$ cat src/include/batchFilter_params.svh
`ifndef BATCH_FILTER_PARAMS_SVH
`define BATCH_FILTER_PARAMS_SVH

// Samples per batch
`define BATCH_DEPTH 16

// Recursion channels, also the modulator word width
`define N_CHANNELS 3

// Fixed-point format
`define FRAC_W 14
`define DATA_W 18

// Output sample width
`define OUT_W 20

`endif

$ cat src/hdl/fixedPkg.sv
`default_nettype none
`include "batchFilter_params.svh"

package fixedPkg;

    typedef logic signed [`DATA_W-1:0] fixT;

    typedef struct packed {
        fixT re;
        fixT im;
    } cplxT;

    localparam cplxT CPLX_ZERO = '0;

    function automatic cplxT cplx(int r, int i);
        cplxT c;
        c.re = fixT'(r);
        c.im = fixT'(i);
        return c;
    endfunction

    // Drop the fraction bits of a full product and keep DATA_W bits
    function automatic fixT fixTrunc(logic signed [2*`DATA_W-1:0] prod);
        return fixT'(prod >>> `FRAC_W);
    endfunction

    function automatic fixT fixMul(fixT a, fixT b);
        logic signed [2*`DATA_W-1:0] prod;
        prod = a * b;
        return fixTrunc(prod);
    endfunction

    function automatic fixT fixAdd(fixT a, fixT b);
        return a + b;
    endfunction

    function automatic fixT fixSub(fixT a, fixT b);
        return a - b;
    endfunction

    function automatic cplxT cAdd(cplxT a, cplxT b);
        cplxT c;
        c.re = fixAdd(a.re, b.re);
        c.im = fixAdd(a.im, b.im);
        return c;
    endfunction

    function automatic cplxT cSub(cplxT a, cplxT b);
        cplxT c;
        c.re = fixSub(a.re, b.re);
        c.im = fixSub(a.im, b.im);
        return c;
    endfunction

    // Each partial product truncated before the sum
    function automatic cplxT cMul(cplxT a, cplxT b);
        cplxT c;
        c.re = fixSub(fixMul(a.re, b.re), fixMul(a.im, b.im));
        c.im = fixAdd(fixMul(a.re, b.im), fixMul(a.im, b.re));
        return c;
    endfunction

endpackage

`default_nettype wire

$ cat src/hdl/filterPkg.sv
`default_nettype none
`include "batchFilter_params.svh"

package filterPkg;
    import fixedPkg::*;

    // Bank written during the current batch period
    typedef enum logic [1:0] {BANK0, BANK1, BANK2, BANK3} bankSelT;

    typedef enum logic {FILLING, STREAMING} phaseT;

    // Coefficient set of a lookup or recursion
    typedef enum logic {DIR_FWD, DIR_BWD} dirT;

    typedef logic [$clog2(`BATCH_DEPTH)-1:0] posT;

    typedef struct packed {
        logic [`N_CHANNELS-1:0] look;
        logic [`N_CHANNELS-1:0] fwd;
        logic [`N_CHANNELS-1:0] bwd;
    } sampleSetT;

    // Q3.14 values, one row per channel
    localparam cplxT lambdaF [`N_CHANNELS] = '{
        cplx(14746, 1638), cplx(13926, -4096), cplx(13107, 5734)};
    localparam cplxT lambdaB [`N_CHANNELS] = '{
        cplx(14746, -1638), cplx(13926, 4096), cplx(13107, -5734)};

    // Indexed by channel, then input bit
    localparam cplxT feedF [`N_CHANNELS][`N_CHANNELS] = '{
        '{cplx(1638, 410), cplx(819, -205), cplx(410, 102)},
        '{cplx(1229, -614), cplx(614, 307), cplx(307, -154)},
        '{cplx(1024, 819), cplx(512, -410), cplx(256, 205)}};
    localparam cplxT feedB [`N_CHANNELS][`N_CHANNELS] = '{
        '{cplx(1638, -410), cplx(819, 205), cplx(410, -102)},
        '{cplx(1229, 614), cplx(614, -307), cplx(307, 154)},
        '{cplx(1024, -819), cplx(512, 410), cplx(256, -205)}};

    localparam cplxT weightF [`N_CHANNELS] = '{
        cplx(4096, 1024), cplx(3277, -819), cplx(2458, 1638)};
    localparam cplxT weightB [`N_CHANNELS] = '{
        cplx(4096, -1024), cplx(3277, 819), cplx(2458, -1638)};

endpackage

`default_nettype wire

$ cat src/hdl/sampleBanks.sv
`default_nettype none
`include "batchFilter_params.svh"

module sampleBanks
    import filterPkg::*;
(
    input  wire logic                   clk,
    input  wire logic                   rstN,
    input  wire logic [`N_CHANNELS-1:0] sampleIn,
    output sampleSetT                   samples,
    output logic                        batchStart,
    output posT                         pos
);

    localparam int D = `BATCH_DEPTH;

    logic [`N_CHANNELS-1:0] mem [4][D];

    posT k;
    posT kRev;
    bankSelT cur;
    bankSelT prev;
    bankSelT oldest;
    logic [3:0] wrEn;

    assign kRev = posT'(D - 1) - k;

    // Batch p-1 feeds the lookahead, batch p-3 the forward and backward passes
    assign prev   = bankSelT'(cur - 2'd1);
    assign oldest = bankSelT'(cur + 2'd1);

    always_comb begin
        case (cur)
            BANK0:   wrEn = 4'b0001;
            BANK1:   wrEn = 4'b0010;
            BANK2:   wrEn = 4'b0100;
            default: wrEn = 4'b1000;
        endcase
    end

    always_ff @(posedge clk or negedge rstN) begin
        if (!rstN) begin
            k   <= '0;
            cur <= BANK0;
        end else begin
            if (k == posT'(D - 1)) begin
                k   <= '0;
                cur <= bankSelT'(cur + 2'd1);
            end else begin
                k <= k + posT'(1);
            end
        end
    end

    always_ff @(posedge clk) begin
        for (int b = 0; b < 4; b++) begin
            if (wrEn[b]) begin
                mem[b][k] <= sampleIn;
            end
        end
    end

    // Registered reads
    always_ff @(posedge clk) begin
        samples.look <= mem[prev][kRev];
        samples.fwd  <= mem[oldest][k];
        samples.bwd  <= mem[oldest][kRev];
    end

    always_ff @(posedge clk or negedge rstN) begin
        if (!rstN) begin
            batchStart <= 1'b0;
            pos        <= '0;
        end else begin
            batchStart <= (k == '0);
            pos        <= k;
        end
    end

    // One bank written, and never one of the two being read
    assert property (@(posedge clk) disable iff (!rstN)
        $onehot(wrEn) && !wrEn[prev] && !wrEn[oldest]);

endmodule

`default_nettype wire

$ cat config.mk
export PLATFORM = sky130hd
export DESIGN_NAME = sampleBanks
export DESIGN_NICKNAME = d
export VERILOG_FILES = /design/src/hdl/fixedPkg.sv /design/src/hdl/filterPkg.sv /design/src/hdl/sampleBanks.sv
export VERILOG_INCLUDE_DIRS = /design/src /design/src/include
export SDC_FILE = /design/constraint.sdc
export NUM_CORES = 1
export LEC_CHECK = 0
export ABC_AREA = 0
export BUFFER_PORTS_ARGS = -buffer_cell sky130_fd_sc_hd__buf_4
export CAP_MARGIN = 10
export CORE_UTILIZATION = 36
export CTS_CLUSTER_DIAMETER = 80
export DETAILED_ROUTE_END_ITERATION = 10
export SYNTH_ARGS = -nofsm -noshare
export SYNTH_HDL_FRONTEND = slang
export SYNTH_SLANG_ARGS = --single-unit
$ cat constraint.sdc
create_clock -name clk -period 5.7 [get_ports clk]
set_input_delay 0.57 -clock clk [delete_from_list [all_inputs] [get_ports clk]]
set_output_delay 0.57 -clock clk [all_outputs]
set_load 0.02 [all_outputs]
* Word level (Yosys, flattened, before mapping)
Memory sizes are Yosys's and may differ from the RTL's. Index checks and enable logic that the tools add are counted.
Word-level totals: bits in writable memories 192, output and inout port bits 14, bits of input ports 5, bits in registers 20, latch bits 0, memories kept 1, ROM bits 0, word-level logic and storage cells 56
Memories:
- mem | words 4, width 48, rd ports 2, clocked after Yosys merged registers in 0, write ports 1, RTL line sampleBanks.sv:17 | logic [`N_CHANNELS-1:0] mem [4][D];
Cells by class: shift operators 0, mux-type cells 30, bitwise logic cells 2, magnitude comparators 3, div/mod/pow operators 0, equal/unequal tests 3, multiply operators 0, reduce and logical (&&, ||, !) cells 6, add/sub/neg operators 4
Operators by type and width (number):
- $mux 48 | 10
- $reduce_or 48->1 | 3
- $bmux 3 s4 | 3
- $mux 3 | 7
- $demux 3 s4 | 1
- $pmux 4 s3 | 1
- $ge 5x5->1 const B | 2
- $not 4->5 | 2
- $mux 2 | 3
- $lt 5x1->1 const B | 1
- $add 4x1->4 const B | 1
- $eq 4x4->1 const B | 1
- $logic_not 4->1 | 1
- $mux 1 | 4
- $mux 4 | 1
- $sub 4x4->4 const A | 1
- $add 2x1->2 const B | 1
- $eq 2x1->1 const B | 1
- $eq 2x2->1 const B | 1
- $logic_not 2->1 | 1
- $sub 2x1->2 const B | 1
- $logic_and 1x1->1 | 1

* Longest topological paths before layout
word-level depth 10, gate-level depth with buffers 13, depth with buffers taken out 7

* Worst setup path after synthesis
No wires, ideal clock.
path type reg2reg, from register cur[0], to register samples[1] (netlist bit), buffers on the path 4, cell stages (with the launch flop) 11, required time 5566 ps, slack 2830 ps, setup time 134 ps, period minus slack after synthesis 2870 ps, data arrival time 2736 ps, cell sequence dfrtp_1 > buf_6 > buf_6 > inv_2 > ha_1 > buf_2 > clkbuf_1 > mux4_2 > a22oi_1 > a21oi_1 > or4_1
Between the ends: cells in the longest elaborated chain, start to end 5
Ends and longest elaborated chain:
- start: declaration | RTL line sampleBanks.sv:21 | bankSelT cur;
- start signal: assignment | RTL line sampleBanks.sv:48 | cur <= bankSelT'(cur + 2'd1);
- $add 2x1->2 | RTL line sampleBanks.sv:30 | assign oldest = bankSelT'(cur + 2'd1);
- net oldest[0] | RTL line sampleBanks.sv:23 | bankSelT oldest;
- $mem_v2 4x48
- $bmux 3 s4 | RTL line sampleBanks.sv:67 | samples.bwd <= mem[oldest][kRev];
- $mux 3 (not written as such) (2 in a row) | RTL line sampleBanks.sv:67
- end: declaration | RTL line sampleBanks.sv:10 | output sampleSetT samples,
The timed path passes the listed nets, and every way through them passes these cells. The select of a mux whose other input is x is not followed. A chain may end at the register's enable or synchronous reset.

* Worst setup path after layout
from register cur[0], to register samples[2] (netlist bit)
Same word-level chain as after synthesis.

==> results.md <==
- Yosys warning count: 0
- Worst rel slew slack: 29.6%
- Main synth FF type: edfxtp_1
- Cts repair resizes: 0
- CTS Buffer Depth: 3
- Die extent in y: 170 microns
- Metal-1 WL: approximately 10000 microns
- Crit Path Class: reg -> reg
- Fin. Hold Viols: 0
- Worst vdd ir: 0.000180 V
- NetSw: 0.000596 W
- Cts bufs inserted: 23
- Crit-path max FO: 48
- Cells after Synth: 616
- Final GP Congestion: 0.912
- CTS tree: yes
- Synth cell types: 36
- Initial antenna violation count: 1
- Power per cell area: 279 mW/mm^2
- First-pass GRT wire length: 39400 microns
- Min-Delay Path Class: in -> async
- Final core occ: 40.8%
- Fmax: around 260 MHz
- Max-Cap Viols: 0
- Initial core utilization: 36.6%
- Setup crit end kind: register
- Synthesized Nets: 629
- DP Area: 0.0106 sq mm
- Setup crit start kind: register
- Lkg Pwr: 3.58 nW
- Gr usage total: 18.5%
- Area growth, synth to finish: 11.4%
- Vias in the first global route: 6114
- Detail Route Antenna Nets: 0
- CORE AREA: roughly 0.028 sq mm
- Vias per cell: slightly above 6
- # DRC: 0
- Largest net degree at the start of global routing: 65
- Max Slew Vio Count: 0
- Io pins: 19
- FFs w/ async S/R, synth: 5.19%
- Layout cell share with drive strength beyond 1: 24.5%
- Clk Latency, worst-skew pair: 0.51 ns
- Power share of the combinational group: less than 1%
- Arrival time worst endpoint: just over 4 ns
- CTS Root Cell: clkbuf_16
- Max layer used: met4
- Post-layout nets: 633
- Period minus WS final: 3.78 ns
- Post-synth EDFFs: 192
- Power Internal: approximately 0.0026 W
- Final Cell Area: 0.0113 sq mm
- TNS Setup: 0 ns
- Clock-pin slew on the worst setup and hold paths: 0.06 ns
- Total clock sinks: 212
- Met2 routed WL: 12500 microns
- Finish-stage setup viols: 0
- Clk pwr share: between 40% and 50%
- Worst Skew: 0.0197 ns
- Fillers: roughly 2500
- Port buffer count: 18
- CP required: 6.07 ns
- Status: finished clean
- Mapped Area: 0.0101 sq mm
- Mean post-synth cell area: 16.5 sq um
- Router iterations before antenna repair: 6
- Worst-Margin Slew: 1.06 ns
- Wirelength per Cell: 25.5 microns
- Ant diodes: 0
- Unrepaired setup endpoints after global routing: false
- Flops & latches, synth: 212
- Remaining Overflow, GRT: 0
- Vias: 6120
- H-tree Lvls: 1
- Die width: 170 microns
- Die area: ~0.029 sq mm
- # rows: 61
- Total wire length: 25900 microns
- Sequential power share: roughly 54%
- Switching Share: 19.0%
- Initial DRC count: 819
- Dpl hpwl: ~17000 microns
- Routed met3 length: 2160 microns
- Seq/Total Area, Yosys: 61.4%
- Final Cycle Share: 66.3%
## per-layer routing
metal | vias up | track usage, %
met5 | - | 0
met4 | 0 | 7.99
met3 | 61 | 3.08
met2 | 342 | 30.0
met1 | 3174 | 24.7
li1 | 2543 | -
## kinds of logic (layout without fill, tap and decap cells)
kind of cell               count (synthesis)  after routing  share of synthesized area [%]
buffers and inverters                     52             72                           2.83
DFF                                      212            212                           61.4
and+or+nand+nor                          123            123                           5.65
muxes                                    114            114                           22.0
AOI/OAI and AO/OA                        105            105                           6.94
xor gates and xnor gates                   2              2                          0.173
adders and majority gates                  8              8                          0.988
## registers in the layout (all words and copies together), names as in the netlist
signal      flops
cur             2
batchStart      1
mem           192
samples         9
k               4
pos             4
## area by class of cell
type	count	area (sq um)	area share [%]
clock buffers	34	667	5.90
well taps	378	473	4.19
inverters	4	15.0	0.133
multi-input cells	352	3650	32.3
clock inverters	7	60.1	0.532
repair buffers	27	205	1.82
flip-flops and latches	212	6220	55.1
## layout by cell type (no fill, tap or decap), types with 4 or more instances in the layout
| cell type | n |
|---|---|
| nor2_1 | 53 |
| nand2_1 | 26 |
| a21oi_1 | 33 |
| or4_1 | 8 |
| dfxtp_1 | 9 |
| buf_4 | 26 |
| mux4_2 | 87 |
| a22oi_1 | 61 |
| nor2b_1 | 5 |
| clkbuf_8 | 5 |
| and3_1 | 12 |
| clkbuf_16 | 23 |
| nor2_2 | 4 |
| dfrtp_1 | 10 |
| ha_1 | 7 |
| edfxtp_1 | 192 |
| mux2i_1 | 24 |
| clkbuf_1 | 6 |
| nand3_1 | 4 |
## path summary, 6_finish.rpt
check	from	to	slack (ns)	cells past startpoint
hold reg to reg	cur[1]$_DFFE_PN0P_	cur[1]$_DFFE_PN0P_	0.60	1
setup reg to reg	cur[0]$_DFFE_PN0P_	samples[2]$_DFF_P_	1.92	7
max in group asynchronous	rstN	cur[0]$_DFFE_PN0P_	5.10	2
hold / removal	rstN	pos[1]$_DFF_PN0_	0.43	2
setup / recovery	cur[0]$_DFFE_PN0P_	samples[2]$_DFF_P_	1.92	7
min in group clk	cur[1]$_DFFE_PN0P_	cur[1]$_DFFE_PN0P_	0.60	1
## critical path, stage by stage, from the launching register on
cell     delay [ns]
dfrtp_4        0.72
inv_2          0.25
ha_4           0.77
buf_4          0.52
mux4_2         0.40
a22oi_1        0.21
a21oi_1        0.15
or4_1          0.56
## stage by stage
step	setup slack, ns	power, W	hold slack [ns]	instances
floorplan	2.83	0.00173	0.274	616
global placement	2.04	0.00176	0.409	972
detailed placement	1.97	0.00176	0.413	972
CTS	1.95	0.00317	0.432	1014
global route	1.71	0.00322	0.462	1014
finish	1.92	0.00315	0.433	1014
## synth_stat cells, drive strengths merged (4+ instances only)
library cell / instances / share of area (%)
clkbuf: 19 / 0.70
ha: 8 / 0.99
nand2: 26 / 0.96
inv: 4 / 0.15
nand3: 4 / 0.20
nor2: 57 / 2.1
or4: 8 / 0.59
and3: 12 / 0.74
a21oi: 33 / 1.6
dfrtp: 11 / 2.7
mux4: 87 / 19
mux2i: 24 / 2.4
nor2b: 5 / 0.31
edfxtp: 192 / 57
buf: 29 / 2.0
a22oi: 61 / 4.5
dfxtp: 9 / 1.8
## power by group through the flow
stage          combinational (W)  sequential [W]  clock [W]
4_1_cts                0.0000298         0.00170    0.00144
2_1_floorplan        0.000000738         0.00173          0
5_1_grt                0.0000316         0.00170    0.00149
6_report               0.0000288         0.00170    0.00142
3_3_place_gp           0.0000277         0.00173          0
3_5_place_dp           0.0000293         0.00173          0
## what timing repair did
item / in CTS / in global routing
hold endpoints to repair: 11 / 0
hold buffers: 1 / 0
buffers inserted: 0 / 0
(Power assumes the default switching activity.)
