### config.mk
export PLATFORM = sky130hd
export DESIGN_NAME = filterChannel
export DESIGN_NICKNAME = d
export VERILOG_FILES = /design/src/hdl/fixedPkg.sv /design/src/hdl/filterPkg.sv /design/src/hdl/coeffLut.sv /design/src/hdl/filterChannel.sv /design/src/hdl/recursionUnit.sv
export VERILOG_INCLUDE_DIRS = /design/src /design/src/include
export SDC_FILE = /design/constraint.sdc
export NUM_CORES = 2
export LEC_CHECK = 0
export ABC_AREA = 1
export BUFFER_PORTS_ARGS = -buffer_cell sky130_fd_sc_hd__buf_2
export CAP_MARGIN = 0
export CORE_UTILIZATION = 56
export DETAILED_ROUTE_END_ITERATION = 8
export PLACE_DENSITY = 0.74
export SETUP_SLACK_MARGIN = 0.5
export SYNTH_ARGS = -nofsm -noshare
export SYNTH_HDL_FRONTEND = slang
export SYNTH_SLANG_ARGS = --single-unit
### constraint.sdc
create_clock -name clk -period 8.2 [get_ports clk]
set_input_delay 0 -clock clk [delete_from_list [all_inputs] [get_ports clk]]
set_output_delay 0 -clock clk [all_outputs]
set_load 0.01 [all_outputs]
### src/include/batchFilter_params.svh
`ifndef BATCH_FILTER_PARAMS_SVH
`define BATCH_FILTER_PARAMS_SVH

// Samples per batch
`define BATCH_DEPTH 16

// Recursion channels, also the modulator word width
`define N_CHANNELS 3

// Fixed-point format
`define FRAC_W 14
`define DATA_W 18

// Output sample width
`define OUT_W 20

`endif

### src/hdl/fixedPkg.sv
`default_nettype none
`include "batchFilter_params.svh"

package fixedPkg;

    typedef logic signed [`DATA_W-1:0] fixT;

    typedef struct packed {
        fixT re;
        fixT im;
    } cplxT;

    localparam cplxT CPLX_ZERO = '0;

    function automatic cplxT cplx(int r, int i);
        cplxT c;
        c.re = fixT'(r);
        c.im = fixT'(i);
        return c;
    endfunction

    // Drop the fraction bits of a full product and keep DATA_W bits
    function automatic fixT fixTrunc(logic signed [2*`DATA_W-1:0] prod);
        return fixT'(prod >>> `FRAC_W);
    endfunction

    function automatic fixT fixMul(fixT a, fixT b);
        logic signed [2*`DATA_W-1:0] prod;
        prod = a * b;
        return fixTrunc(prod);
    endfunction

    function automatic fixT fixAdd(fixT a, fixT b);
        return a + b;
    endfunction

    function automatic fixT fixSub(fixT a, fixT b);
        return a - b;
    endfunction

    function automatic cplxT cAdd(cplxT a, cplxT b);
        cplxT c;
        c.re = fixAdd(a.re, b.re);
        c.im = fixAdd(a.im, b.im);
        return c;
    endfunction

    function automatic cplxT cSub(cplxT a, cplxT b);
        cplxT c;
        c.re = fixSub(a.re, b.re);
        c.im = fixSub(a.im, b.im);
        return c;
    endfunction

    // Each partial product truncated before the sum
    function automatic cplxT cMul(cplxT a, cplxT b);
        cplxT c;
        c.re = fixSub(fixMul(a.re, b.re), fixMul(a.im, b.im));
        c.im = fixAdd(fixMul(a.re, b.im), fixMul(a.im, b.re));
        return c;
    endfunction

endpackage

`default_nettype wire

### src/hdl/filterPkg.sv
`default_nettype none
`include "batchFilter_params.svh"

package filterPkg;
    import fixedPkg::*;

    // Bank written during the current batch period
    typedef enum logic [1:0] {BANK0, BANK1, BANK2, BANK3} bankSelT;

    typedef enum logic {FILLING, STREAMING} phaseT;

    // Coefficient set of a lookup or recursion
    typedef enum logic {DIR_FWD, DIR_BWD} dirT;

    typedef logic [$clog2(`BATCH_DEPTH)-1:0] posT;

    typedef struct packed {
        logic [`N_CHANNELS-1:0] look;
        logic [`N_CHANNELS-1:0] fwd;
        logic [`N_CHANNELS-1:0] bwd;
    } sampleSetT;

    // Q3.14 values, one row per channel
    localparam cplxT lambdaF [`N_CHANNELS] = '{
        cplx(14746, 1638), cplx(13926, -4096), cplx(13107, 5734)};
    localparam cplxT lambdaB [`N_CHANNELS] = '{
        cplx(14746, -1638), cplx(13926, 4096), cplx(13107, -5734)};

    // Indexed by channel, then input bit
    localparam cplxT feedF [`N_CHANNELS][`N_CHANNELS] = '{
        '{cplx(1638, 410), cplx(819, -205), cplx(410, 102)},
        '{cplx(1229, -614), cplx(614, 307), cplx(307, -154)},
        '{cplx(1024, 819), cplx(512, -410), cplx(256, 205)}};
    localparam cplxT feedB [`N_CHANNELS][`N_CHANNELS] = '{
        '{cplx(1638, -410), cplx(819, 205), cplx(410, -102)},
        '{cplx(1229, 614), cplx(614, -307), cplx(307, 154)},
        '{cplx(1024, -819), cplx(512, 410), cplx(256, -205)}};

    localparam cplxT weightF [`N_CHANNELS] = '{
        cplx(4096, 1024), cplx(3277, -819), cplx(2458, 1638)};
    localparam cplxT weightB [`N_CHANNELS] = '{
        cplx(4096, -1024), cplx(3277, 819), cplx(2458, -1638)};

endpackage

`default_nettype wire

### src/hdl/coeffLut.sv
`default_nettype none
`include "batchFilter_params.svh"

module coeffLut
    import fixedPkg::*;
    import filterPkg::*;
#(
    parameter int  CH  = 0,
    parameter dirT DIR = DIR_FWD
) (
    input  wire logic [`N_CHANNELS-1:0] word,
    output cplxT                        result
);

    cplxT row [`N_CHANNELS];

    always_comb begin
        for (int j = 0; j < `N_CHANNELS; j++) begin
            if (DIR == DIR_FWD) begin
                row[j] = feedF[CH][j];
            end else begin
                row[j] = feedB[CH][j];
            end
        end
    end

    // Set bit adds the coefficient, clear bit subtracts it
    always_comb begin
        cplxT acc;
        acc = CPLX_ZERO;
        for (int j = 0; j < `N_CHANNELS; j++) begin
            if (word[j]) begin
                acc = cAdd(acc, row[j]);
            end else begin
                acc = cSub(acc, row[j]);
            end
        end
        result = acc;
    end

endmodule

`default_nettype wire

### src/hdl/filterChannel.sv
`default_nettype none
`include "batchFilter_params.svh"

module filterChannel
    import fixedPkg::*;
    import filterPkg::*;
#(
    parameter int CH = 0
) (
    input  wire logic                 clk,
    input  wire logic                 rstN,
    input  wire sampleSetT            samples,
    input  wire logic                 batchStart,
    input  wire posT                  pos,
    output logic signed [`OUT_W-1:0]  partSum
);

    localparam int D = `BATCH_DEPTH;

    cplxT lookDrive;
    cplxT fwdDrive;
    cplxT bwdDrive;
    cplxT lookState;
    cplxT fwdState;
    cplxT bwdState;
    cplxT lookEnd;
    cplxT fwdWeighted;
    cplxT bwdWeighted;

    logic [2:0] warmCnt;
    logic fwdLoad;

    fixT fwdMem [2][D];
    fixT bwdMem [2][D];
    fixT fwdStored;
    fixT bwdStored;
    posT posD;
    logic pingSel;

    coeffLut #(.CH(CH), .DIR(DIR_BWD)) lookLut (.word(samples.look), .result(lookDrive));
    coeffLut #(.CH(CH), .DIR(DIR_FWD)) fwdLut (.word(samples.fwd), .result(fwdDrive));
    coeffLut #(.CH(CH), .DIR(DIR_BWD)) bwdLut (.word(samples.bwd), .result(bwdDrive));

    // Lookahead restarts from zero every batch
    recursionUnit #(.CH(CH), .DIR(DIR_BWD)) lookRec (
        .clk(clk), .rstN(rstN), .load(batchStart), .loadVal(CPLX_ZERO),
        .drive(lookDrive), .state(lookState));

    recursionUnit #(.CH(CH), .DIR(DIR_FWD)) fwdRec (
        .clk(clk), .rstN(rstN), .load(fwdLoad), .loadVal(CPLX_ZERO),
        .drive(fwdDrive), .state(fwdState));

    // Backward pass seeded with where the lookahead ended
    recursionUnit #(.CH(CH), .DIR(DIR_BWD)) bwdRec (
        .clk(clk), .rstN(rstN), .load(batchStart), .loadVal(lookState),
        .drive(bwdDrive), .state(bwdState));

    // Forward state starts clean once batch 0 reaches the forward pass
    assign fwdLoad = batchStart && (warmCnt == 3'd3);

    always_ff @(posedge clk or negedge rstN) begin
        if (!rstN) begin
            warmCnt <= '0;
        end else if (batchStart && warmCnt != 3'd4) begin
            warmCnt <= warmCnt + 3'd1;
        end
    end

    always_ff @(posedge clk) begin
        if (batchStart) begin
            lookEnd <= lookState;
        end
    end

    assign fwdWeighted = cMul(weightF[CH], fwdState);
    assign bwdWeighted = cMul(weightB[CH], bwdState);

    // Recursion outputs lag the samples by one cycle
    always_ff @(posedge clk or negedge rstN) begin
        if (!rstN) begin
            posD    <= '0;
            pingSel <= 1'b0;
        end else begin
            posD    <= pos;
            pingSel <= pingSel ^ batchStart;
        end
    end

    always_ff @(posedge clk) begin
        fwdMem[pingSel][posD]                <= fwdWeighted.re;
        bwdMem[pingSel][posT'(D - 1) - posD] <= bwdWeighted.re;
    end

    // Other bank holds the complete previous batch
    assign fwdStored = fwdMem[~pingSel][posD];
    assign bwdStored = bwdMem[~pingSel][posD];
    assign partSum   = `OUT_W'(fwdStored) + `OUT_W'(bwdStored);

    // Checked once the lookahead has seen real data
    assert property (@(posedge clk) disable iff (!rstN)
        batchStart && warmCnt >= 3'd3 |=>
            bwdState == cAdd(cMul(lambdaB[CH], lookEnd), $past(bwdDrive)));

endmodule

`default_nettype wire

### src/hdl/recursionUnit.sv
`default_nettype none
`include "batchFilter_params.svh"

module recursionUnit
    import fixedPkg::*;
    import filterPkg::*;
#(
    parameter int  CH  = 0,
    parameter dirT DIR = DIR_FWD
) (
    input  wire logic clk,
    input  wire logic rstN,
    input  wire logic load,
    input  wire cplxT loadVal,
    input  wire cplxT drive,
    output cplxT      state
);

    cplxT lambda;
    cplxT base;
    cplxT nextState;

    assign lambda = (DIR == DIR_FWD) ? lambdaF[CH] : lambdaB[CH];

    // A load replaces the previous state as the start of this step
    assign base = load ? loadVal : state;

    assign nextState = cAdd(cMul(lambda, base), drive);

    always_ff @(posedge clk or negedge rstN) begin
        if (!rstN) begin
            state <= CPLX_ZERO;
        end else begin
            state <= nextState;
        end
    end

endmodule

`default_nettype wire

==> After elaboration in Yosys (flattened, before gate mapping) <==
Memory sizes are Yosys's and may differ from the RTL's.
Cells that the tools add are included.
W data, S select, Z words.
{ "word_totals": {"regBits": 116, "mem_bits_rw": 1152, "in_bits": 16, "output_inout_bits": 20, "elab_cells": 101, "n_memories": 2} }
{ "mem_list": {"columns": ["name", "depth", "word_bits", "rd", "rd_ports_with_merged_regs", "wr", "line", "source"], "rows": [
  ["bwdMem", 2, 288, 1, 0, 1, "filterChannel.sv:34", "fixT bwdMem [2][D];"],
  ["fwdMem", 2, 288, 1, 0, 1, "filterChannel.sv:33", "fixT fwdMem [2][D];"]
]} }
{ "op_classes": {"n_addsub": 42, "n_mul": 12, "order_cmp": 4, "n_eq_ne": 2, "mux": 22, "bitwise_logic": 4, "reduce_logical": 4} }
{ "op_table": {"columns": ["op", "n"], "rows": [
  ["$mux W36", 12],
  ["$mul A14 B18 Y31 const A", 6],
  ["$mul A11 B18 Y29 const A", 6],
  ["$add A18 B18 Y18", 9],
  ["$bmux W18 S4", 2],
  ["$demux W18 S4", 2],
  ["$mux W18", 6],
  ["$add A18 B10 Y18 const B", 3],
  ["$add A18 B11 Y18 const B", 3],
  ["$add A18 B8 Y18 const B", 3],
  ["$add A18 B9 Y18 const B", 3],
  ["$sub A18 B10 Y18 const B", 3],
  ["$sub A18 B11 Y18 const B", 3],
  ["$sub A18 B18 Y18", 3],
  ["$sub A18 B8 Y18 const B", 3],
  ["$sub A18 B9 Y18 const B", 3],
  ["$neg A18 Y22", 1],
  ["$add A18 B18 Y19", 1],
  ["$sub A16 B18 Y18", 1],
  ["$sub A16 B14 Y17", 1],
  ["$ge A5 B5 Y1 const B", 2],
  ["$lt A5 B1 Y1 const B", 2],
  ["$not A4 Y5", 2],
  ["$logic_and A1 B1 Y1", 4],
  ["6 further kinds", 6]
]} }

==> Logic depth before layout (Yosys ltp) <==
{ "depth": {"depth_word": 6, "depth_mapped": 47, "mapped_depth_nobuf": 46} }

==> Cells and area by module <==
A second synthesis with hierarchy kept.
{ "hier_totals": {"hier_cells": 12350, "area_unflattened_um2": 112844.5} }
{ "modules_own_cells": {"columns": ["module", "n_inst", "cells_per_inst", "area_per_inst_um2", "seq_area_each_um2"], "rows": [
  ["filterChannel", 1, 4075, 47867.2, 33832.4],
  ["recursionUnit (lookRec)", 1, 2611, 21001.4, 900.9],
  ["recursionUnit (bwdRec)", 1, 2564, 20778.7, 900.9],
  ["recursionUnit (fwdRec)", 1, 2550, 20000.4, 900.9],
  ["coeffLut (bwdLut ...)", 2, 146, 910.9, 0.0],
  ["coeffLut (fwdLut)", 1, 258, 1375.1, 0.0]
]} }

==> Worst setup path before layout <==
Ideal clock, no wire load.
{ "synth_path": {"path_type": "reg2reg", "start": "register warmCnt[0]", "end": "register fwdRec.state[15] in the netlist's numbering", "setup_ps": 116, "arrival_time_ps": 7767, "setup_slack_ps": 317, "path_stages_with_launch": 39, "cell_sequence": "dfrtp_1 ha_1 ha_1 nand2_8 inv_1 clkbuf_1 clkbuf_1 nor2_1 ha_1 ha_1 fa_1 inv_1 fa_1 inv_1 fa_1 inv_1 fa_1 inv_1 [3 not listed] nand2_1 nor3_1 a21oi_1 o21ai_1 nand2_1 nand2_1 xor2_1 fa_1 ha_1 nand2_1 inv_1 nand3_1 o211ai_1 a21boi_0 o21ai_0 nand3_1 nand3_1 nand2_1"} }
{ "synth_lines": {"columns": ["element", "line", "source"], "rows": [
  ["from (decl)", "filterChannel.sv:30", "logic [2:0] warmCnt;"],
  ["from (signal assigned)", "filterChannel.sv:65", "warmCnt <= warmCnt + 3'd1;"],
  ["to (signal assigned)", "recursionUnit.sv:34", "state <= nextState;"],
  ["to (decl)", "recursionUnit.sv:16", "output cplxT state"]
]} }

==> results.toml <==
[worst_setup_path]
worstSetupPathDepth = 36
crit_start = "batchStart"
worst_ep_required_time_ns = 8.84
cp.arrival_ns = 8.21
reg2regPathDepth = 39
rr_endpoint = "fwdRec.state[10]"
worst-setup-path-type = "in2reg"
crit_end = "lookRec.state[14]"
worstPathMaxFanout = 45
critPathTopFamily = "adder cells"
crit_top_cell = "fa_1"
reg2reg_from = "warmCnt[1]"
critPathBufInv = 10
start_kind = "input pin"
end_kind = "flop"
regToRegSetupSlack_ns = 0.63
crit_path_max_incr_delay_ns = 0.56
slowest_stage = "fa_1"

[yosys]
syn_inst = 11400
synth_common_cells = "2324 x inv_1, 1463 x nor2_1, 1227 x nand2_1, 1120 x edfxtp_1"
synth-async-reset-ratio = 0.0939
synthFlopType = "edfxtp_1"
synthTopCellsByArea = "edfxtp_1 31%, fa_1 20%, ha_1 12%, inv_1 8.0%, nor2_1 5.1%"
syn_area_um2 = 109000
yosysUniqueCellTypes = 67
synth_top_area_frac = 0.310
synth_enable_flop_cells = 1120
yosysMostFrequentCell = "inv_1"
syn_avg_cell_area_um2 = 9.54
ys_ff_latch = 1236
ys_seq_area_frac = 0.336
ys_warn_count = 0
synth_fp_nets = 13600
yosysTopAreaCell = "edfxtp_1"

[min_path]
holdPathStages = 7
hold_path.class = "in2reg"

[sta]
worst_pin_slew_ns = 1.30
rsz0062_at_grt = "true"
max_freq_mhz = 132
min_period_over_period = 0.924
finalSetupViolations = 0
hold_viol = 0
slew_violations = 0
tns_ns = 0
finClkSkew_ns = 0.0682
layout_min_cycle_time_ns = 7.57
maxSlewHeadroom = 0.132

[floorplanning]
die_w_um = 442
start_util = 0.564
core_area_um2 = 193000
io_pins = 36
dieHeight_um = 442
std_cell_rows = 161
die_area_um2 = 196000

[placed_design]
port_buffers = 35
gp_congestion = 1.01
dp_hpwl_um = 240000

[clock_tree]
cts.sinks = 1236
clk_pin_slew_ns = 0.06
clock_latency_ns = 0.80
cts_root_buf = "clkbuf_16"
cts_tree = "yes"
cts_buffers = 131
htree_levels = 4
cts.path.max_buffers = 3

[global_routing]
grt_max_degree = 177
antenna_found_initial = 8
grt_pass1_vias = 83000
overflow = 0
grtUsageTotal = 0.324
grt_pass1_wl_um = 485000

[finish]
fillers = 15300
drive_gt1_frac = 0.108
final_nets = 14000
area_growth_pct = 12.5

[drt]
first_pass_iters = 8
vias = 83100
routed_wl_um = 319000
postRouteAntennaNets = 0
drt_iter0_drc = 8761
post_drt_wl_per_cell_um = 22.1
drc_errors = 0
route.detailed.vias_per_inst = 5.76

[run_status]
status = "finished clean"

[run]
maxCapViolCount = 0
-- metrics by stage --
step | instances | cell area, µm² | hold WS, ns | setup slack, ns | utilization
after floorplan | 11400 | 109000 | -0.296 | 0.469 | -
after global placement | 14100 | 114000 | 0.114 | 0.0243 | 0.594
after detailed placement | 14100 | 114000 | 0.122 | -0.0292 | 0.594
after CTS | 14400 | 120000 | 0.0198 | 0.447 | 0.621
after global routing | 14400 | 122000 | 0.125 | 0.287 | 0.634
final | 14400 | 122000 | 0.0988 | 0.626 | 0.634
-- worst reg2reg max path: cells and delay by family, from the launching register on --
kind                       cells  cell delay, ns
DFF                            1            0.36
xor gates and xnor gates       2            0.32
adders and majority gates     11            3.94
buffers and inverters         10            1.03
and+or+nand+nor                9            0.77
AOI/OAI and AO/OA              7            1.07
-- cell usage in the layout, fill, tap and decap left out, types with 30 or more instances in the layout --
master	Yosys	final
ha_2	0	38
xor2_2	1	46
o21ai_0	789	729
fa_1	1084	1072
nor3_1	83	40
buf_2	34	33
a21o_1	65	65
xor2_1	286	233
dfrtp_1	116	111
inv_1	2324	2267
inv_2	7	55
o21ai_1	19	52
a21oi_2	0	54
nor2_2	3	37
o32ai_1	132	132
nand4_1	51	51
nand3_1	272	265
ha_4	0	66
buf_4	4	431
o21ai_2	13	36
o21bai_1	35	30
edfxtp_1	1120	1120
a41oi_1	70	70
clkbuf_16	0	132
xnor2_1	143	115
nand2_1	1227	1180
nand2_2	11	48
a21oi_1	517	457
nor2_1	1463	1406
nor3_2	0	40
ha_1	1084	980
-- what timing repair did --
action	4_1_cts	5_1_grt
setup buffers	8	51
gates cloned	1	1
pin swaps	25	119
endpoints found under the setup margin	48	61
gates resized for setup	120	488
hold buffers	15	0
hold endpoints to repair	76	0
-- cell families (layout without fill, tap and decap cells) --
logic type      after synthesis  after routing  share of synthesized area
fa+ha+maj                  2169           2169                      0.325
other cells                   0              4                          0
buf+inv                    2572           3064                     0.0897
mux                           3              3                   0.000311
simple gates               3189           3190                      0.118
compound gates             1790           1790                     0.0959
flops                      1236           1236                      0.336
xor+xnor                    430            430                     0.0347
-- per-layer routing --
layer / global-route usage / up-vias / part of all wire
met4: 0.0913 / 2 / 0.031
met1: 0.477 / 40900 / 0.43
met2: 0.500 / 3938 / 0.45
met3: 0.0485 / 552 / 0.093
met5: 0 / - / 0.000063
li1: - / 37700 / -
-- state kept, by name, indices dropped and copies added (netlist names) --
| register | flops |
|---|---|
| warmCnt | 3 |
| bwdRec.state | 36 |
| pingSel | 1 |
| bwdMem | 576 |
| fwdRec.state | 36 |
| posD | 4 |
| lookRec.state | 36 |
| fwdMem | 544 |
-- worst min-delay path by stage --
stage,startpoint,endpoint,slack [ns]
final,samples[2],bwdRec.state[17],0.1
after global routing,samples[2],bwdRec.state[17],0.12
after CTS,samples[2],bwdRec.state[17],0.02
after detailed placement,rstN,bwdRec.state[1],0.12
after global placement,rstN,bwdRec.state[1],0.11
after floorplan,rstN,bwdRec.state[0],-0.30
-- final cells by class --
type	instances	area (µm²)	area share
diodes	4	10.0	0.0000819
clock buffers	163	3460	0.0283
clock inverters	72	991	0.00811
inverters	2335	8820	0.0722
multi-input cells	7582	65300	0.535
flip-flops and latches	1236	36500	0.299
well taps	2526	3160	0.0259
repair buffers	494	3850	0.0315
Power is left out: the tool's default activity adds up to more than one toggle a clock period on the data nets, which glitch-free logic cannot reach.
